## config.mk

```make
export PLATFORM = sky130hd
export DESIGN_NAME = mem_stage_top
export DESIGN_NICKNAME = d
export VERILOG_FILES = /design/src/logic/mem_stage_pkg.sv /design/src/logic/load_aligner.sv /design/src/logic/mem_access_ctrl.sv /design/src/logic/mem_stage_top.sv /design/src/logic/stage_hold_reg.sv /design/src/logic/store_formatter.sv /design/src/logic/wb_output_reg.sv
export SDC_FILE = /design/constraint.sdc
export NUM_CORES = 1
export LEC_CHECK = 0
export BUFFER_PORTS_ARGS = -buffer_cell sky130_fd_sc_hd__buf_2
export CAP_MARGIN = 20
export CORE_UTILIZATION = 30
export CTS_CLUSTER_DIAMETER = 120
export DETAILED_ROUTE_END_ITERATION = 12
export PLACE_DENSITY = 0.54
export SYNTH_ARGS = -nofsm -noshare
export SYNTH_HDL_FRONTEND = slang
export SYNTH_SLANG_ARGS = --single-unit
```

## constraint.sdc

```tcl
create_clock -name clk -period 1.8 [get_ports clk]
set_input_delay 0.18 -clock clk [delete_from_list [all_inputs] [get_ports clk]]
set_output_delay 0.18 -clock clk [all_outputs]
set_load 0.02 [all_outputs]
```

## src/logic/mem_stage_pkg.sv

```systemverilog
package mem_stage_pkg;

    // ************************************************************
    // operation codes
    // ************************************************************

    // memory operation carried with each instruction
    typedef enum logic [3:0] {
        mem_none    = 4'd0,
        mem_lb      = 4'd1,
        mem_lh      = 4'd2,
        mem_lw      = 4'd3,
        mem_lbu     = 4'd4,
        mem_lhu     = 4'd5,
        mem_sb      = 4'd6,
        mem_sh      = 4'd7,
        mem_sw      = 4'd8,
        mem_amoswap = 4'd9
    } mem_op_e;

    // write-back source select
    typedef enum logic [1:0] {
        wb_alu  = 2'd0,
        wb_mem  = 2'd1,
        wb_pc4  = 2'd2,
        wb_none = 2'd3
    } wb_sel_e;

    // ************************************************************
    // stage bundles
    // ************************************************************

    // execute to memory
    typedef struct packed {
        logic [31:0] pc;
        logic [31:0] inst;
        logic [31:0] alu_out;
        logic [31:0] rs2_data;
        logic        br_flg;
        logic [31:0] br_target;
        logic        jmp_flg;
        mem_op_e     mem_op;
        logic        rf_wen;
        wb_sel_e     wb_sel;
        logic [4:0]  wb_addr;
    } stage_in_t;

    // memory to write-back
    typedef struct packed {
        logic [31:0] pc;
        logic [31:0] inst;
        logic [31:0] alu_out;
        logic [31:0] read_data;
        logic        br_flg;
        logic [31:0] br_target;
        logic        jmp_flg;
        logic        rf_wen;
        wb_sel_e     wb_sel;
        logic [4:0]  wb_addr;
    } stage_out_t;

    // command side of the memory port
    typedef struct packed {
        logic        start;
        logic        write;
        logic [31:0] addr;
        logic [31:0] wdata;
        logic [31:0] wmask;
    } mem_cmd_t;

    // pending register write, seen by the hazard unit
    typedef struct packed {
        logic       rf_wen;
        logic [4:0] wb_addr;
    } hazard_t;

    // ************************************************************
    // bubbles
    // ************************************************************

    // addi x0, x0, 0
    localparam logic [31:0] inst_nop = 32'h0000_0013;

    localparam stage_in_t bubble_in = '{
        pc: 32'h0, inst: inst_nop, alu_out: 32'h0, rs2_data: 32'h0,
        br_flg: 1'b0, br_target: 32'h0, jmp_flg: 1'b0, mem_op: mem_none,
        rf_wen: 1'b0, wb_sel: wb_none, wb_addr: 5'd0
    };

    localparam stage_out_t bubble_out = '{
        pc: 32'h0, inst: inst_nop, alu_out: 32'h0, read_data: 32'h0,
        br_flg: 1'b0, br_target: 32'h0, jmp_flg: 1'b0,
        rf_wen: 1'b0, wb_sel: wb_none, wb_addr: 5'd0
    };

endpackage

```

## src/logic/load_aligner.sv

```systemverilog
`timescale 1ns/1ps

module load_aligner
    import mem_stage_pkg::*;
(
    input  logic        clk,
    input  logic        rst_n,
    input  mem_op_e     op,
    input  logic [31:0] rdata,
    input  logic        rdata_valid,
    input  logic        amo_write,
    output logic [31:0] load_data
);

    logic [31:0] ext_data;
    logic [31:0] old_word;

    // sign or zero extension by load kind
    always_comb begin
        case (op)
            mem_lb:  ext_data = {{24{rdata[7]}}, rdata[7:0]};
            mem_lbu: ext_data = {24'h0, rdata[7:0]};
            mem_lh:  ext_data = {{16{rdata[15]}}, rdata[15:0]};
            mem_lhu: ext_data = {16'h0, rdata[15:0]};
            default: ext_data = rdata;
        endcase
    end

    // old value of a swap, needed after its write half
    always_ff @(posedge clk or negedge rst_n) begin
        if (!rst_n) begin
            old_word <= '0;
        end else if (rdata_valid && op == mem_amoswap) begin
            old_word <= rdata;
        end
    end

    assign load_data = amo_write ? old_word : ext_data;

endmodule

```

## src/logic/mem_access_ctrl.sv

```systemverilog
`timescale 1ns/1ps

module mem_access_ctrl
    import mem_stage_pkg::*;
(
    input  logic    clk,
    input  logic    rst_n,
    input  logic    flush,
    input  mem_op_e cur_op,
    input  mem_op_e saved_op,
    input  logic    cmd_ready,
    input  logic    rdata_valid,
    output logic    capture,
    output logic    use_saved,
    output logic    amo_write,
    output logic    cmd_start,
    output logic    cmd_write,
    output logic    retire_current,
    output logic    retire_saved,
    output logic    stall
);

    typedef enum logic [1:0] {
        st_idle        = 2'd0,
        st_wait_ready  = 2'd1,
        st_wait_rvalid = 2'd2,
        st_amo_write   = 2'd3
    } state_e;

    state_e state;
    state_e state_next;

    function automatic logic is_store_op(input mem_op_e op);
        return op inside {mem_sb, mem_sh, mem_sw};
    endfunction

    // the swap starts out as a read
    function automatic logic is_read_op(input mem_op_e op);
        return op inside {mem_lb, mem_lh, mem_lw, mem_lbu, mem_lhu, mem_amoswap};
    endfunction

    // ************************************************************
    // next state and strobes
    // ************************************************************
    always_comb begin
        state_next     = state;
        capture        = 1'b0;
        use_saved      = 1'b0;
        amo_write      = 1'b0;
        cmd_start      = 1'b0;
        cmd_write      = 1'b0;
        retire_current = 1'b0;
        retire_saved   = 1'b0;
        stall          = 1'b0;

        if (flush) begin
            // drop whatever is in flight, no more commands
            state_next = st_idle;
        end else begin
            case (state)
                st_idle: begin
                    capture = 1'b1;
                    if (is_store_op(cur_op)) begin
                        cmd_start = 1'b1;
                        cmd_write = 1'b1;
                        if (cmd_ready) begin
                            retire_current = 1'b1;
                        end else begin
                            stall      = 1'b1;
                            state_next = st_wait_ready;
                        end
                    end else if (is_read_op(cur_op)) begin
                        cmd_start  = 1'b1;
                        stall      = 1'b1;
                        state_next = cmd_ready ? st_wait_rvalid : st_wait_ready;
                    end else begin
                        retire_current = 1'b1;
                    end
                end
                st_wait_ready: begin
                    // keep the command up until memory takes it
                    use_saved = 1'b1;
                    cmd_start = 1'b1;
                    cmd_write = is_store_op(saved_op);
                    stall     = 1'b1;
                    if (cmd_ready) begin
                        if (is_store_op(saved_op)) begin
                            retire_saved = 1'b1;
                            stall        = 1'b0;
                            state_next   = st_idle;
                        end else begin
                            state_next = st_wait_rvalid;
                        end
                    end
                end
                st_wait_rvalid: begin
                    use_saved = 1'b1;
                    stall     = 1'b1;
                    if (rdata_valid) begin
                        if (saved_op == mem_amoswap) begin
                            state_next = st_amo_write;
                        end else begin
                            retire_saved = 1'b1;
                            stall        = 1'b0;
                            state_next   = st_idle;
                        end
                    end
                end
                st_amo_write: begin
                    // write half of the swap
                    use_saved = 1'b1;
                    amo_write = 1'b1;
                    cmd_start = 1'b1;
                    cmd_write = 1'b1;
                    stall     = 1'b1;
                    if (cmd_ready) begin
                        retire_saved = 1'b1;
                        stall        = 1'b0;
                        state_next   = st_idle;
                    end
                end
                default: begin
                    state_next = st_idle;
                end
            endcase
        end
    end

    always_ff @(posedge clk or negedge rst_n) begin
        if (!rst_n) begin
            state <= st_idle;
        end else begin
            state <= state_next;
        end
    end

endmodule

```

## src/logic/mem_stage_top.sv

```systemverilog
`timescale 1ns/1ps

module mem_stage_top
    import mem_stage_pkg::*;
(
    input  logic        clk,
    input  logic        rst_n,
    input  stage_in_t   in_bundle,
    input  logic        flush,
    output logic        stall,
    output mem_cmd_t    mem_cmd,
    input  logic        cmd_ready,
    input  logic [31:0] rdata,
    input  logic        rdata_valid,
    output stage_out_t  out_bundle,
    output hazard_t     hazard
);

    stage_in_t   saved;
    logic        capture;
    logic        use_saved;
    logic        amo_write;
    logic        cmd_start;
    logic        cmd_write;
    logic        retire_current;
    logic        retire_saved;
    logic [31:0] load_data;

    // ************************************************************
    // control
    // ************************************************************
    mem_access_ctrl ctrl_i (
        .clk            (clk),
        .rst_n          (rst_n),
        .flush          (flush),
        .cur_op         (in_bundle.mem_op),
        .saved_op       (saved.mem_op),
        .cmd_ready      (cmd_ready),
        .rdata_valid    (rdata_valid),
        .capture        (capture),
        .use_saved      (use_saved),
        .amo_write      (amo_write),
        .cmd_start      (cmd_start),
        .cmd_write      (cmd_write),
        .retire_current (retire_current),
        .retire_saved   (retire_saved),
        .stall          (stall)
    );

    // ************************************************************
    // datapath
    // ************************************************************
    stage_hold_reg #(
        .payload_t  (stage_in_t),
        .bubble_val (bubble_in)
    ) hold_i (
        .clk     (clk),
        .rst_n   (rst_n),
        .capture (capture),
        .flush   (flush),
        .d       (in_bundle),
        .q       (saved)
    );

    store_formatter fmt_i (
        .cur       (in_bundle),
        .saved     (saved),
        .use_saved (use_saved),
        .amo_write (amo_write),
        .cmd_start (cmd_start),
        .cmd_write (cmd_write),
        .cmd       (mem_cmd)
    );

    load_aligner align_i (
        .clk         (clk),
        .rst_n       (rst_n),
        .op          (saved.mem_op),
        .rdata       (rdata),
        .rdata_valid (rdata_valid),
        .amo_write   (amo_write),
        .load_data   (load_data)
    );

    wb_output_reg wb_i (
        .clk            (clk),
        .rst_n          (rst_n),
        .cur            (in_bundle),
        .saved          (saved),
        .use_saved      (use_saved),
        .retire_current (retire_current),
        .retire_saved   (retire_saved),
        .load_data      (load_data),
        .out_bundle     (out_bundle),
        .hazard         (hazard)
    );

endmodule

```

## src/logic/stage_hold_reg.sv

```systemverilog
`timescale 1ns/1ps

module stage_hold_reg #(
    parameter type      payload_t  = logic [31:0],
    parameter payload_t bubble_val = '0
) (
    input  logic     clk,
    input  logic     rst_n,
    input  logic     capture,
    input  logic     flush,
    input  payload_t d,
    output payload_t q
);

    // keeps the instruction stable while memory is busy
    always_ff @(posedge clk or negedge rst_n) begin
        if (!rst_n) begin
            q <= bubble_val;
        end else if (flush) begin
            // squashed instruction leaves a bubble behind
            q <= bubble_val;
        end else if (capture) begin
            q <= d;
        end
    end

endmodule

```

## src/logic/store_formatter.sv

```systemverilog
`timescale 1ns/1ps

module store_formatter
    import mem_stage_pkg::*;
(
    input  stage_in_t cur,
    input  stage_in_t saved,
    input  logic      use_saved,
    input  logic      amo_write,
    input  logic      cmd_start,
    input  logic      cmd_write,
    output mem_cmd_t  cmd
);

    stage_in_t   src;
    logic [31:0] byte_mask;

    assign src = use_saved ? saved : cur;

    // mask for the store width, the swap falls to the full word
    always_comb begin
        case (src.mem_op)
            mem_sb:  byte_mask = 32'h0000_00ff;
            mem_sh:  byte_mask = 32'h0000_ffff;
            default: byte_mask = 32'hffff_ffff;
        endcase
    end

    always_comb begin
        cmd.start = cmd_start;
        cmd.write = cmd_write;
        cmd.addr  = src.alu_out;
        cmd.wdata = src.rs2_data;
        cmd.wmask = byte_mask;
    end

endmodule

```

## src/logic/wb_output_reg.sv

```systemverilog
`timescale 1ns/1ps

module wb_output_reg
    import mem_stage_pkg::*;
(
    input  logic        clk,
    input  logic        rst_n,
    input  stage_in_t   cur,
    input  stage_in_t   saved,
    input  logic        use_saved,
    input  logic        retire_current,
    input  logic        retire_saved,
    input  logic [31:0] load_data,
    output stage_out_t  out_bundle,
    output hazard_t     hazard
);

    stage_in_t  src;
    stage_out_t out_next;

    // drop the memory-only fields and insert the read data
    function automatic stage_out_t to_out(input stage_in_t b, input logic [31:0] rd);
        stage_out_t o;
        o.pc        = b.pc;
        o.inst      = b.inst;
        o.alu_out   = b.alu_out;
        o.read_data = rd;
        o.br_flg    = b.br_flg;
        o.br_target = b.br_target;
        o.jmp_flg   = b.jmp_flg;
        o.rf_wen    = b.rf_wen;
        o.wb_sel    = b.wb_sel;
        o.wb_addr   = b.wb_addr;
        return o;
    endfunction

    assign src = use_saved ? saved : cur;

    // stores and non-memory ops carry no read data
    always_comb begin
        if (retire_current) begin
            out_next = to_out(cur, 32'h0);
        end else if (retire_saved) begin
            out_next = to_out(saved, load_data);
        end else begin
            out_next = bubble_out;
        end
    end

    always_ff @(posedge clk or negedge rst_n) begin
        if (!rst_n) begin
            out_bundle <= bubble_out;
        end else begin
            out_bundle <= out_next;
        end
    end

    // destination of the instruction in the stage
    assign hazard.rf_wen  = src.rf_wen;
    assign hazard.wb_addr = src.wb_addr;

endmodule

```

==> results of run 1 <==
[cell type report]
| class | instances | area (um2) | area share |
|---|---|---|---|
| flip-flops and latches | 378 | 9470 | 0.380 |
| multi-input cells | 1068 | 6120 | 0.246 |
| well taps | 680 | 851 | 0.0341 |
| inverters | 4 | 15.0 | 0.000602 |
| clock buffers | 61 | 1220 | 0.0491 |
| repair buffers | 839 | 7090 | 0.284 |
| clock inverters | 16 | 151 | 0.00607 |
[power breakdown]
group / switching [mW] / total (mW) / internal [mW]
Combinational: 5.19 / 9.15 / 3.96
Clock: 3.56 / 8.59 / 5.04
Sequential: 0.700 / 10.5 / 9.82
Total: 9.45 / 28.3 / 18.8
[per-layer routing]
metal,track usage,vias up
li1,-,6801
met2,0.335,502
met1,0.238,7186
met3,0.0411,107
met4,0.0731,0
met5,0,-
[cells in the mapped netlist (2+ instances only)]
library cell                count
sky130_fd_sc_hd__o21ai_0        3
sky130_fd_sc_hd__buf_2         44
sky130_fd_sc_hd__inv_1          4
sky130_fd_sc_hd__o22a_1         6
sky130_fd_sc_hd__a22o_1       133
sky130_fd_sc_hd__buf_6          9
sky130_fd_sc_hd__o21a_1         2
sky130_fd_sc_hd__nand2b_1       2
sky130_fd_sc_hd__buf_4         32
sky130_fd_sc_hd__nand3_1        5
sky130_fd_sc_hd__mux2_2        33
sky130_fd_sc_hd__dfstp_2       10
sky130_fd_sc_hd__nand3b_1       2
sky130_fd_sc_hd__buf_1          6
sky130_fd_sc_hd__nand2_1      583
sky130_fd_sc_hd__clkbuf_1      64
sky130_fd_sc_hd__and3b_1        3
sky130_fd_sc_hd__dfrtp_1      368
sky130_fd_sc_hd__a21oi_1      187
sky130_fd_sc_hd__o2bb2ai_1     16
sky130_fd_sc_hd__nor3_1        27
sky130_fd_sc_hd__nor2_1        28
[kinds of logic after synthesis]
| family | after synthesis |
|---|---|
| other | 1 |
| multiplexers | 34 |
| buffers and inverters | 159 |
| AO/OA/AOI/OAI | 360 |
| XOR/XNOR | 1 |
| flip-flops | 378 |
| AND/OR/NAND/NOR | 661 |
[per-stage QoR]
stage          cells   util  instance area, um2  setup TNS (ps)  setup WS (ps)
2_1_floorplan   1601      -               15800           -1700          -27.9
3_3_place_gp    2697  0.374               19300           -3740          -48.8
3_5_place_dp    2697  0.374               19300           -7540          -97.8
4_1_cts         3029  0.469               24200          -66840           -483
5_1_grt         3046  0.483               24900          -91970           -516
6_report        3046  0.483               24900          -70150           -437
[worst max path at each step]
stage / cells past startpoint / endpoint / slack [ps]
finish: 8 / hazard[2] / -440
global route: 8 / hazard[2] / -520
CTS: 8 / mem_cmd[41] / -480
detailed placement: 6 / wb_i.out_bundle[7] / -100
global placement: 6 / wb_i.out_bundle[7] / -50
floorplan: 7 / mem_cmd[17] / -30
[flip-flops by register name, indices dropped and copies added (netlist names)]
| register | cells |
|---|---|
| hold_i.q | 174 |
| wb_i.out_bundle | 170 |
| align_i.old_word | 32 |
| ctrl_i.state | 2 |
[what timing repair did]
item | 4_1_cts | 5_1_grt
hold buffers | 210 | 0
gates cloned | 15 | 9
pin swaps | 34 | 51
endpoints found under the setup margin | 230 | 328
gates resized for setup | 231 | 167
hold endpoints to repair | 741 | 0
buffers inserted | 30 | 18
[critical path, cell delays in order, from the launching register on]
cell                      delay, ps
sky130_fd_sc_hd__dfrtp_2        440
sky130_fd_sc_hd__or2_4          290
sky130_fd_sc_hd__nand2_8        100
sky130_fd_sc_hd__buf_12         140
sky130_fd_sc_hd__buf_12         140
sky130_fd_sc_hd__buf_12         140
sky130_fd_sc_hd__nand2_2         60
sky130_fd_sc_hd__nand2_2         60
sky130_fd_sc_hd__buf_6          120
==> flow_metrics.tcl, run 1 <==
set metrics [dict create \
    status "finished, violations left" \
    violations "setup timing" \
    report.final.setup_viol 303 \
    final_common_cell "sky130_fd_sc_hd__nand2_1" \
    timing_worst_setup_path_type "reg2out" \
    overall_via_count_from_detail_route 14596 \
    vdd_drop_max_mv 0.674 \
    fin_crit_sh 1.24 \
    finalWorstPathRequiredPeriod_ps 2240 \
    initialDrtViolationCount 836 \
    floorplan.die_area_um2 53400 \
    part_of_the_yosys_area_used_for_sequential_elements 0.602 \
    dp_hpwl_um 32300 \
    num_antenna_cells 0 \
    floorplan.die.height_um 231 \
    synth_enable_flop_cells 0 \
    fp-row-count 83 \
    power.density_cell_area_nw_per_um2 1130 \
    routed_wire_length_per_instance_um 18.0 \
    wl_um 54700 \
    wl_met2_um 27600 \
    crit-reg2reg-capture "wb_i.out_bundle[165]" \
    yosysTopAreaCellShare 0.585 \
    synth_seq_cells 378 \
    hold-worst-slack_ps 53.8 \
    cp-start-kind "register" \
    synth.area.top_cells "sky130_fd_sc_hd__dfrtp_1, sky130_fd_sc_hd__nand2_1, sky130_fd_sc_hd__a22o_1" \
    post_synth_xor_area_fraction 0.000556 \
    worst_r2r_startpoint "hold_i.q[11]" \
    route.detailed.drc 0 \
    cp.arrival_ps 2060 \
    n_fill_cell 4638 \
    synth_flop_cell "sky130_fd_sc_hd__dfrtp_1" \
    postSynth.asyncResetShare 1.00 \
    leakagePower_nw 12.6 \
    layout-drive-gt1-share 0.372 \
    synth_compound_area_frac 0.154 \
    ctsRootBufferMaster "sky130_fd_sc_hd__clkbuf_16" \
    floorplan.core_area_um2 51600 \
    postRouteAntennaNets 0 \
    post_synth_num_cell_types 49 \
    setup_repair_after_global_routing_missed_its_margin "yes" \
    overflow 0 \
    grt_first_pass_wirelength_um 81800 \
    nNetsFinal 2545 \
    synth_top_cell_by_area "sky130_fd_sc_hd__dfrtp_1" \
    worst-slew-pin-transition_ps 830 \
    grt_antenna_before_repair 0 \
    post_synth_and_or_nand_nor_area_fraction 0.166 \
    port_buffers 477 \
    worstSkewPairLatency_ps 560 \
    ff2ff_setup_slack_ps -260 \
    cts_inserted_buffers 43 \
    globalRouteTotalUtil 0.195 \
    setup_ws_final_ps -437 \
    detailroute.wirelength.met3_um 3270 \
    synthesis.instances 1594 \
    hold_class "in2reg" \
    routed_via_density 4.79 \
    total_power_mw 28.3 \
    dieWidth_um 231 \
    cts_tree "built" \
    r2r.worst_path.cells 8 \
    htreeDepth 2 \
    cp-startpoint "ctrl_i.state[0]" \
    wirelength_met1_um 22100 \
    postSynthAreaPerCell_um2 9.87 \
    finalHoldViolations 0 \
    max-slew-margin-rel 0.446 \
    vias_in_the_first_global_route 14497 \
    hold_depth 3 \
    maxCapViolCount 0 \
    path_max_fanout 7 \
    clkTransAtPathRegs_ps 60 \
    cts.sink_count 378 \
    layout.cells.most_common_list "sky130_fd_sc_hd__nand2_1, sky130_fd_sc_hd__buf_2, sky130_fd_sc_hd__dfrtp_1" \
    cp_data_required_time_ps 1620 \
    critical_path.endpoint_type "output pin" \
    synth-adder-area-share 0 \
    synth_top_family_by_area "simple AND/OR/NAND/NOR gates" \
    slew_violations 0 \
    syn-cell-area_um2 15700 \
    multiplexer_area_fraction_after_synthesis 0.0242 \
    max_freq_ghz 0.447 \
    highest_layer "met4" \
    io_pins 486 \
    cts_buffer_depth 3 \
    grt_start_max_net_pins 136 \
    first_pass_iters 7 \
    areaGrowthSynthToFinish_pct 58.4 \
    min_from "flush" \
    floorplan.initialDensity 0.305 \
    synth.yosys.warnings 0 \
    hold-path-endpoint "hold_i.q[37]" \
    finalWeightedCongestion 0.804 \
    fin_skew_ps 11.7 \
]
Power figures use the tool's default switching activity.
==> run 2: changes to the inputs <==
- SKIP_CTS_REPAIR_TIMING: not set -> 1
==> run 2 against run 1 <==
Sequential share of layout area up 1.7 points; via count is 2.8% lower; hold slack worse by 48 ps; largest power group unchanged; the run still ends with setup timing left; critical path depth shrank 1; combinational power fell by 6.1%.
==> flow_metrics.tcl, run 2 (same netlist as run 1, synthesis figures left out) <==
set metrics [dict create \
    status "finished, violations left" \
    violations "setup timing" \
    dieWidth_um 231 \
    slew_violations 0 \
    io_pins 486 \
    layout-drive-gt1-share 0.339 \
    port_buffers 477 \
    report.final.setup_viol 240 \
    fin_skew_ps 15.9 \
    dp_hpwl_um 32300 \
    r2r.worst_path.cells 6 \
    grt_start_max_net_pins 136 \
    floorplan.die_area_um2 53400 \
    vias_in_the_first_global_route 12904 \
    most_utilized_layer_in_the_global_route_result "met2" \
    power.density_cell_area_nw_per_um2 1160 \
    finalHoldViolations 0 \
    overall_via_count_from_detail_route 14191 \
    use_met1 0.213 \
    clkTransAtPathRegs_ps 60 \
    htreeDepth 2 \
    floorplan.initialDensity 0.305 \
    overflow 0 \
    fp-row-count 83 \
    ff2ff_setup_slack_ps -140 \
    largest_register "hold_i.q" \
    max_freq_ghz 0.457 \
    n_fill_cell 4758 \
    ctsRootBufferMaster "sky130_fd_sc_hd__clkbuf_16" \
    gr-usage-met2 0.298 \
    grt_util_met3 0.0395 \
    cp_data_required_time_ps 1620 \
    total_power_mw 27.6 \
    setup_ws_final_ps -386 \
    cts_tree "built" \
    setup_repair_after_global_routing_missed_its_margin "yes" \
    floorplan.die.height_um 231 \
    cp-startpoint "ctrl_i.state[1]" \
    grt_antenna_before_repair 0 \
    min_from "cmd_ready" \
    critical_path.endpoint_type "output pin" \
    first_pass_iters 5 \
    floorplan.core_area_um2 51600 \
    cts.sink_count 378 \
    largest_reg_flops 174 \
    final_common_cell "sky130_fd_sc_hd__nand2_1" \
    finalWorstPathRequiredPeriod_ps 2190 \
    cp.arrival_ps 2010 \
    final_cell_area_um2 23900 \
    leakagePower_nw 12.1 \
    worst_r2r_startpoint "hold_i.q[11]" \
    worstSkewPairLatency_ps 560 \
    maxCapViolCount 0 \
    timing.critical_path.to "mem_cmd[95]" \
    layout.cells.most_common_list "sky130_fd_sc_hd__nand2_1, sky130_fd_sc_hd__buf_2, sky130_fd_sc_hd__dfrtp_1" \
    finalWeightedCongestion 0.804 \
    hold_class "in2reg" \
    routed_wire_length_per_instance_um 17.2 \
    hold-worst-slack_ps 5.55 \
    timing_worst_setup_path_type "reg2out" \
    path_max_fanout 7 \
    cp-start-kind "register" \
    worst-slew-pin-transition_ps 855 \
    grt_first_pass_wirelength_um 73300 \
    detailed_place.area_um2 19300 \
    vdd_drop_max_mv 0.672 \
    globalRouteTotalUtil 0.174 \
    wl_um 51800 \
    routed_via_density 4.72 \
    fin_crit_sh 1.21 \
    largestRegisters "hold_i.q x174, wb_i.out_bundle x170, align_i.old_word x32" \
    areaGrowthSynthToFinish_pct 51.6 \
    cts_buffer_depth 3 \
    nNetsFinal 2508 \
    num_antenna_cells 0 \
    max-slew-margin-rel 0.430 \
    crit-reg2reg-capture "wb_i.out_bundle[17]" \
    cts_inserted_buffers 43 \
    route.detailed.drc 0 \
    initialDrtViolationCount 652 \
    postRouteAntennaNets 0 \
]
## run 2: cell types whose count changed in the layout (fill, tap and decap cells not counted), moves of 3 or more
| cell | before | now |
|---|---|---|
| sky130_fd_sc_hd__nand2_2 | 73 | 39 |
| sky130_fd_sc_hd__buf_16 | 9 | 1 |
| sky130_fd_sc_hd__buf_2 | 386 | 404 |
| sky130_fd_sc_hd__buf_4 | 78 | 94 |
| sky130_fd_sc_hd__buf_12 | 38 | 31 |
| sky130_fd_sc_hd__nand2_1 | 476 | 521 |
| sky130_fd_sc_hd__nand2_4 | 33 | 22 |
| sky130_fd_sc_hd__nor3_2 | 7 | 1 |
| sky130_fd_sc_hd__buf_6 | 106 | 58 |
| sky130_fd_sc_hd__nor3_1 | 20 | 27 |
| sky130_fd_sc_hd__dlygate4sd3_1 | 210 | 207 |
## run 2: routing by layer
metal  part of all wire  routed length (um)
met5                  0                   0
met4              0.028                1430
met3              0.054                2780
met2               0.51               26300
met1               0.41               21300
## run 2: worst min-delay path by stage
stage,depth (start not counted),slack (ps),end
2_1_floorplan,0,-120,align_i.old_word[0]
3_3_place_gp,1,110,wb_i.out_bundle[65]
6_report,4,6,ctrl_i.state[0]
5_1_grt,4,0.2,ctrl_i.state[0]
4_1_cts,1,-510,align_i.old_word[25]
3_5_place_dp,1,110,align_i.old_word[25]
## run 2: report_power, final
group | total [mW] | internal (mW) | switching (mW)
combinational | 8.59 | 3.65 | 4.94
sequential | 10.5 | 9.82 | 0.660
clock | 8.56 | 5.04 | 3.52
## run 2: through the flow
step	util	setup slack (ps)	TNS (ps)	cells
detailed placement	0.374	-97.8	-7540	2697
floorplan	-	-27.9	-1700	1601
finish	0.462	-386	-46060	3009
global placement	0.374	-48.8	-3740	2697
global route	0.462	-487	-80470	3009
CTS	0.401	-615	-59390	2774
## run 2: cell type report
type	count	area, um2	share of cell area
clock inverter	16	151	0.00634
sequential	378	9470	0.397
inverter	4	15.0	0.000629
clock buffer	61	1220	0.0513
multi-input combinational	1064	5810	0.244
timing repair buffer	806	6340	0.265
tap	680	851	0.0357
## run 2: worst max-delay path, stage by stage, from the launching register on
cell	delay, ps
sky130_fd_sc_hd__dfrtp_2	440
sky130_fd_sc_hd__or2_4	290
sky130_fd_sc_hd__nand2_8	110
sky130_fd_sc_hd__buf_12	160
sky130_fd_sc_hd__buf_6	140
sky130_fd_sc_hd__nand2_1	70
sky130_fd_sc_hd__nand2_2	100
sky130_fd_sc_hd__buf_6	130
==> run 3: changes to the inputs <==
- SETUP_SLACK_MARGIN: not set -> 0.3
==> run 3 against run 2 <==
The flow still finishes with violations (setup timing); wire length is 5.2% higher; critical path type unchanged; utilization is 0.62 points lower; largest cell class unchanged; sequential cell count stayed put; power hardly changed; via count is 1.0% higher; fmax is 0.72% higher; clock power up 5.7%.
==> flow_metrics.tcl, run 3 (same netlist as run 1, synthesis figures left out) <==
set metrics [dict create \
    clkTransAtPathRegs_ps 60 \
    initialDrtViolationCount 855 \
    critical_path.endpoint_type "output pin" \
    cts.sink_count 378 \
    areaGrowthSynthToFinish_pct 49.6 \
    cts_inserted_buffers 44 \
    layout.core_utilization 0.456 \
    status "finished, violations left" \
    grt_antenna_before_repair 4 \
    cp-start-kind "register" \
    n_fill_cell 4790 \
    finalHoldViolations 0 \
    overall_via_count_from_detail_route 14338 \
    routed_wire_length_per_instance_um 18.3 \
    port_buffers 477 \
    timing_worst_setup_path_type "reg2out" \
    hold_class "in2reg" \
    nNetsFinal 2472 \
    finalWorstPathRequiredPeriod_ps 2170 \
    fin_crit_sh 1.21 \
    floorplan.die.height_um 231 \
    critical_path_buf_inv_count 1 \
    worstSkewPairLatency_ps 560 \
    largest_reg_flops 174 \
    ctsRootBufferMaster "sky130_fd_sc_hd__clkbuf_16" \
    fp-row-count 83 \
    critical_path.max_stage_delay_ps 440 \
    routed_via_density 4.81 \
    vdd_drop_max_mv 0.830 \
    overflow 0 \
    violations "setup timing" \
    power.density_cell_area_nw_per_um2 1170 \
    dp_hpwl_um 32400 \
    cp_top_family "simple AND/OR/NAND/NOR gates" \
    floorplan.initialDensity 0.305 \
    slew_violations 0 \
    path_max_fanout 8 \
    cts_buffer_depth 3 \
    postRouteAntennaNets 0 \
    wl_um 54500 \
    max_freq_ghz 0.461 \
    report.final.setup_viol 230 \
    max-slew-margin-rel 0.422 \
    route.detailed.drc 0 \
    largestRegisters "hold_i.q x174, wb_i.out_bundle x170, align_i.old_word x32" \
    crit_path_cell_trace "or2_4 -> nand2_8 -> nand2_4 -> o22a_4 -> buf_4" \
    tns_ps -47730 \
    globalRouteTotalUtil 0.183 \
    layout-drive-gt1-share 0.336 \
    io_pins 486 \
    floorplan.core_area_um2 51600 \
    floorplan.die_area_um2 53400 \
    cp_data_required_time_ps 1620 \
    worst_path_max_delay_cell "sky130_fd_sc_hd__dfrtp_2" \
    htreeDepth 2 \
    setup_repair_after_global_routing_missed_its_margin "yes" \
    finalWeightedCongestion 0.804 \
    setup_ws_final_ps -371 \
    dieWidth_um 231 \
    fin_skew_ps 13.7 \
    maxCapViolCount 0 \
    final_common_cell "sky130_fd_sc_hd__nand2_1" \
    vias_in_the_first_global_route 13358 \
    cp.arrival_ps 1990 \
    largest_register "hold_i.q" \
    first_pass_iters 5 \
    leakagePower_nw 11.9 \
    layout.cells.most_common_list "sky130_fd_sc_hd__nand2_1, sky130_fd_sc_hd__buf_2, sky130_fd_sc_hd__dfrtp_1" \
    grt_first_pass_wirelength_um 77000 \
    cts_tree "built" \
    worst-slew-pin-transition_ps 868 \
    grt_start_max_net_pins 100 \
]
==> run 3: worst min-delay path: stages <==
cell,delay (ps)
sky130_fd_sc_hd__buf_6,160
sky130_fd_sc_hd__nand2b_1,130
sky130_fd_sc_hd__mux2i_1,60
==> run 3: final cells by class <==
type / count / area, um2 / share of cell area
timing repair buffer: 767 / 5910 / 0.251
antenna: 3 / 7.51 / 0.000319
inverter: 4 / 15.0 / 0.000638
clock inverter: 9 / 116 / 0.00494
tap: 680 / 851 / 0.0361
clock buffer: 72 / 1360 / 0.0577
sequential: 378 / 9470 / 0.402
multi-input combinational: 1066 / 5810 / 0.247
==> run 3: path summary, 6_finish.rpt <==
| check | start | endpoint | slack [ps] | cells after the start |
|---|---|---|---|---|
| max | ctrl_i.state[1] | mem_cmd[9] | -370 | 5 |
| min | flush | ctrl_i.state[1] | 30 | 3 |
| max reg2reg | ctrl_i.state[1] | wb_i.out_bundle[96] | -200 | 7 |
| min reg2reg | hold_i.q[172] | wb_i.out_bundle[168] | 480 | 1 |
| max in group asynchronous | rst_n | wb_i.out_bundle[166] | 920 | 3 |
| min in group asynchronous | rst_n | wb_i.out_bundle[21] | 160 | 2 |
==> run 3: routing by layer <==
metal | up-vias | wire length (um) | share of wire | track usage
li1 | 6640 | - | - | -
met1 | 7108 | 22700 | 0.42 | 0.235
met2 | 490 | 27200 | 0.50 | 0.300
met3 | 98 | 3050 | 0.056 | 0.0411
met4 | 2 | 1620 | 0.030 | 0.0671
met5 | - | 8 | 0.00015 | 0
==> run 3: stage by stage <==
stage	setup slack (ps)	instance area (um2)	hold slack, ps	power [mW]	instances
after floorplan	-18.3	16100	-116	15.1	1601
after global placement	-30.5	19300	154	17.7	2665
after detailed placement	-68.9	19300	162	17.8	2665
after CTS	-539	20700	-450	27.0	2746
after global routing	-458	23500	33.0	29.1	2979
final	-371	23500	30.0	27.6	2979
==> run 3: report_power, final <==
| part | leakage (nW) | internal (mW) | switching, mW |
|---|---|---|---|
| Combinational | 6.15 | 3.18 | 4.90 |
| Clock | 0.720 | 5.45 | 3.60 |
| Sequential | 5.02 | 9.82 | 0.676 |
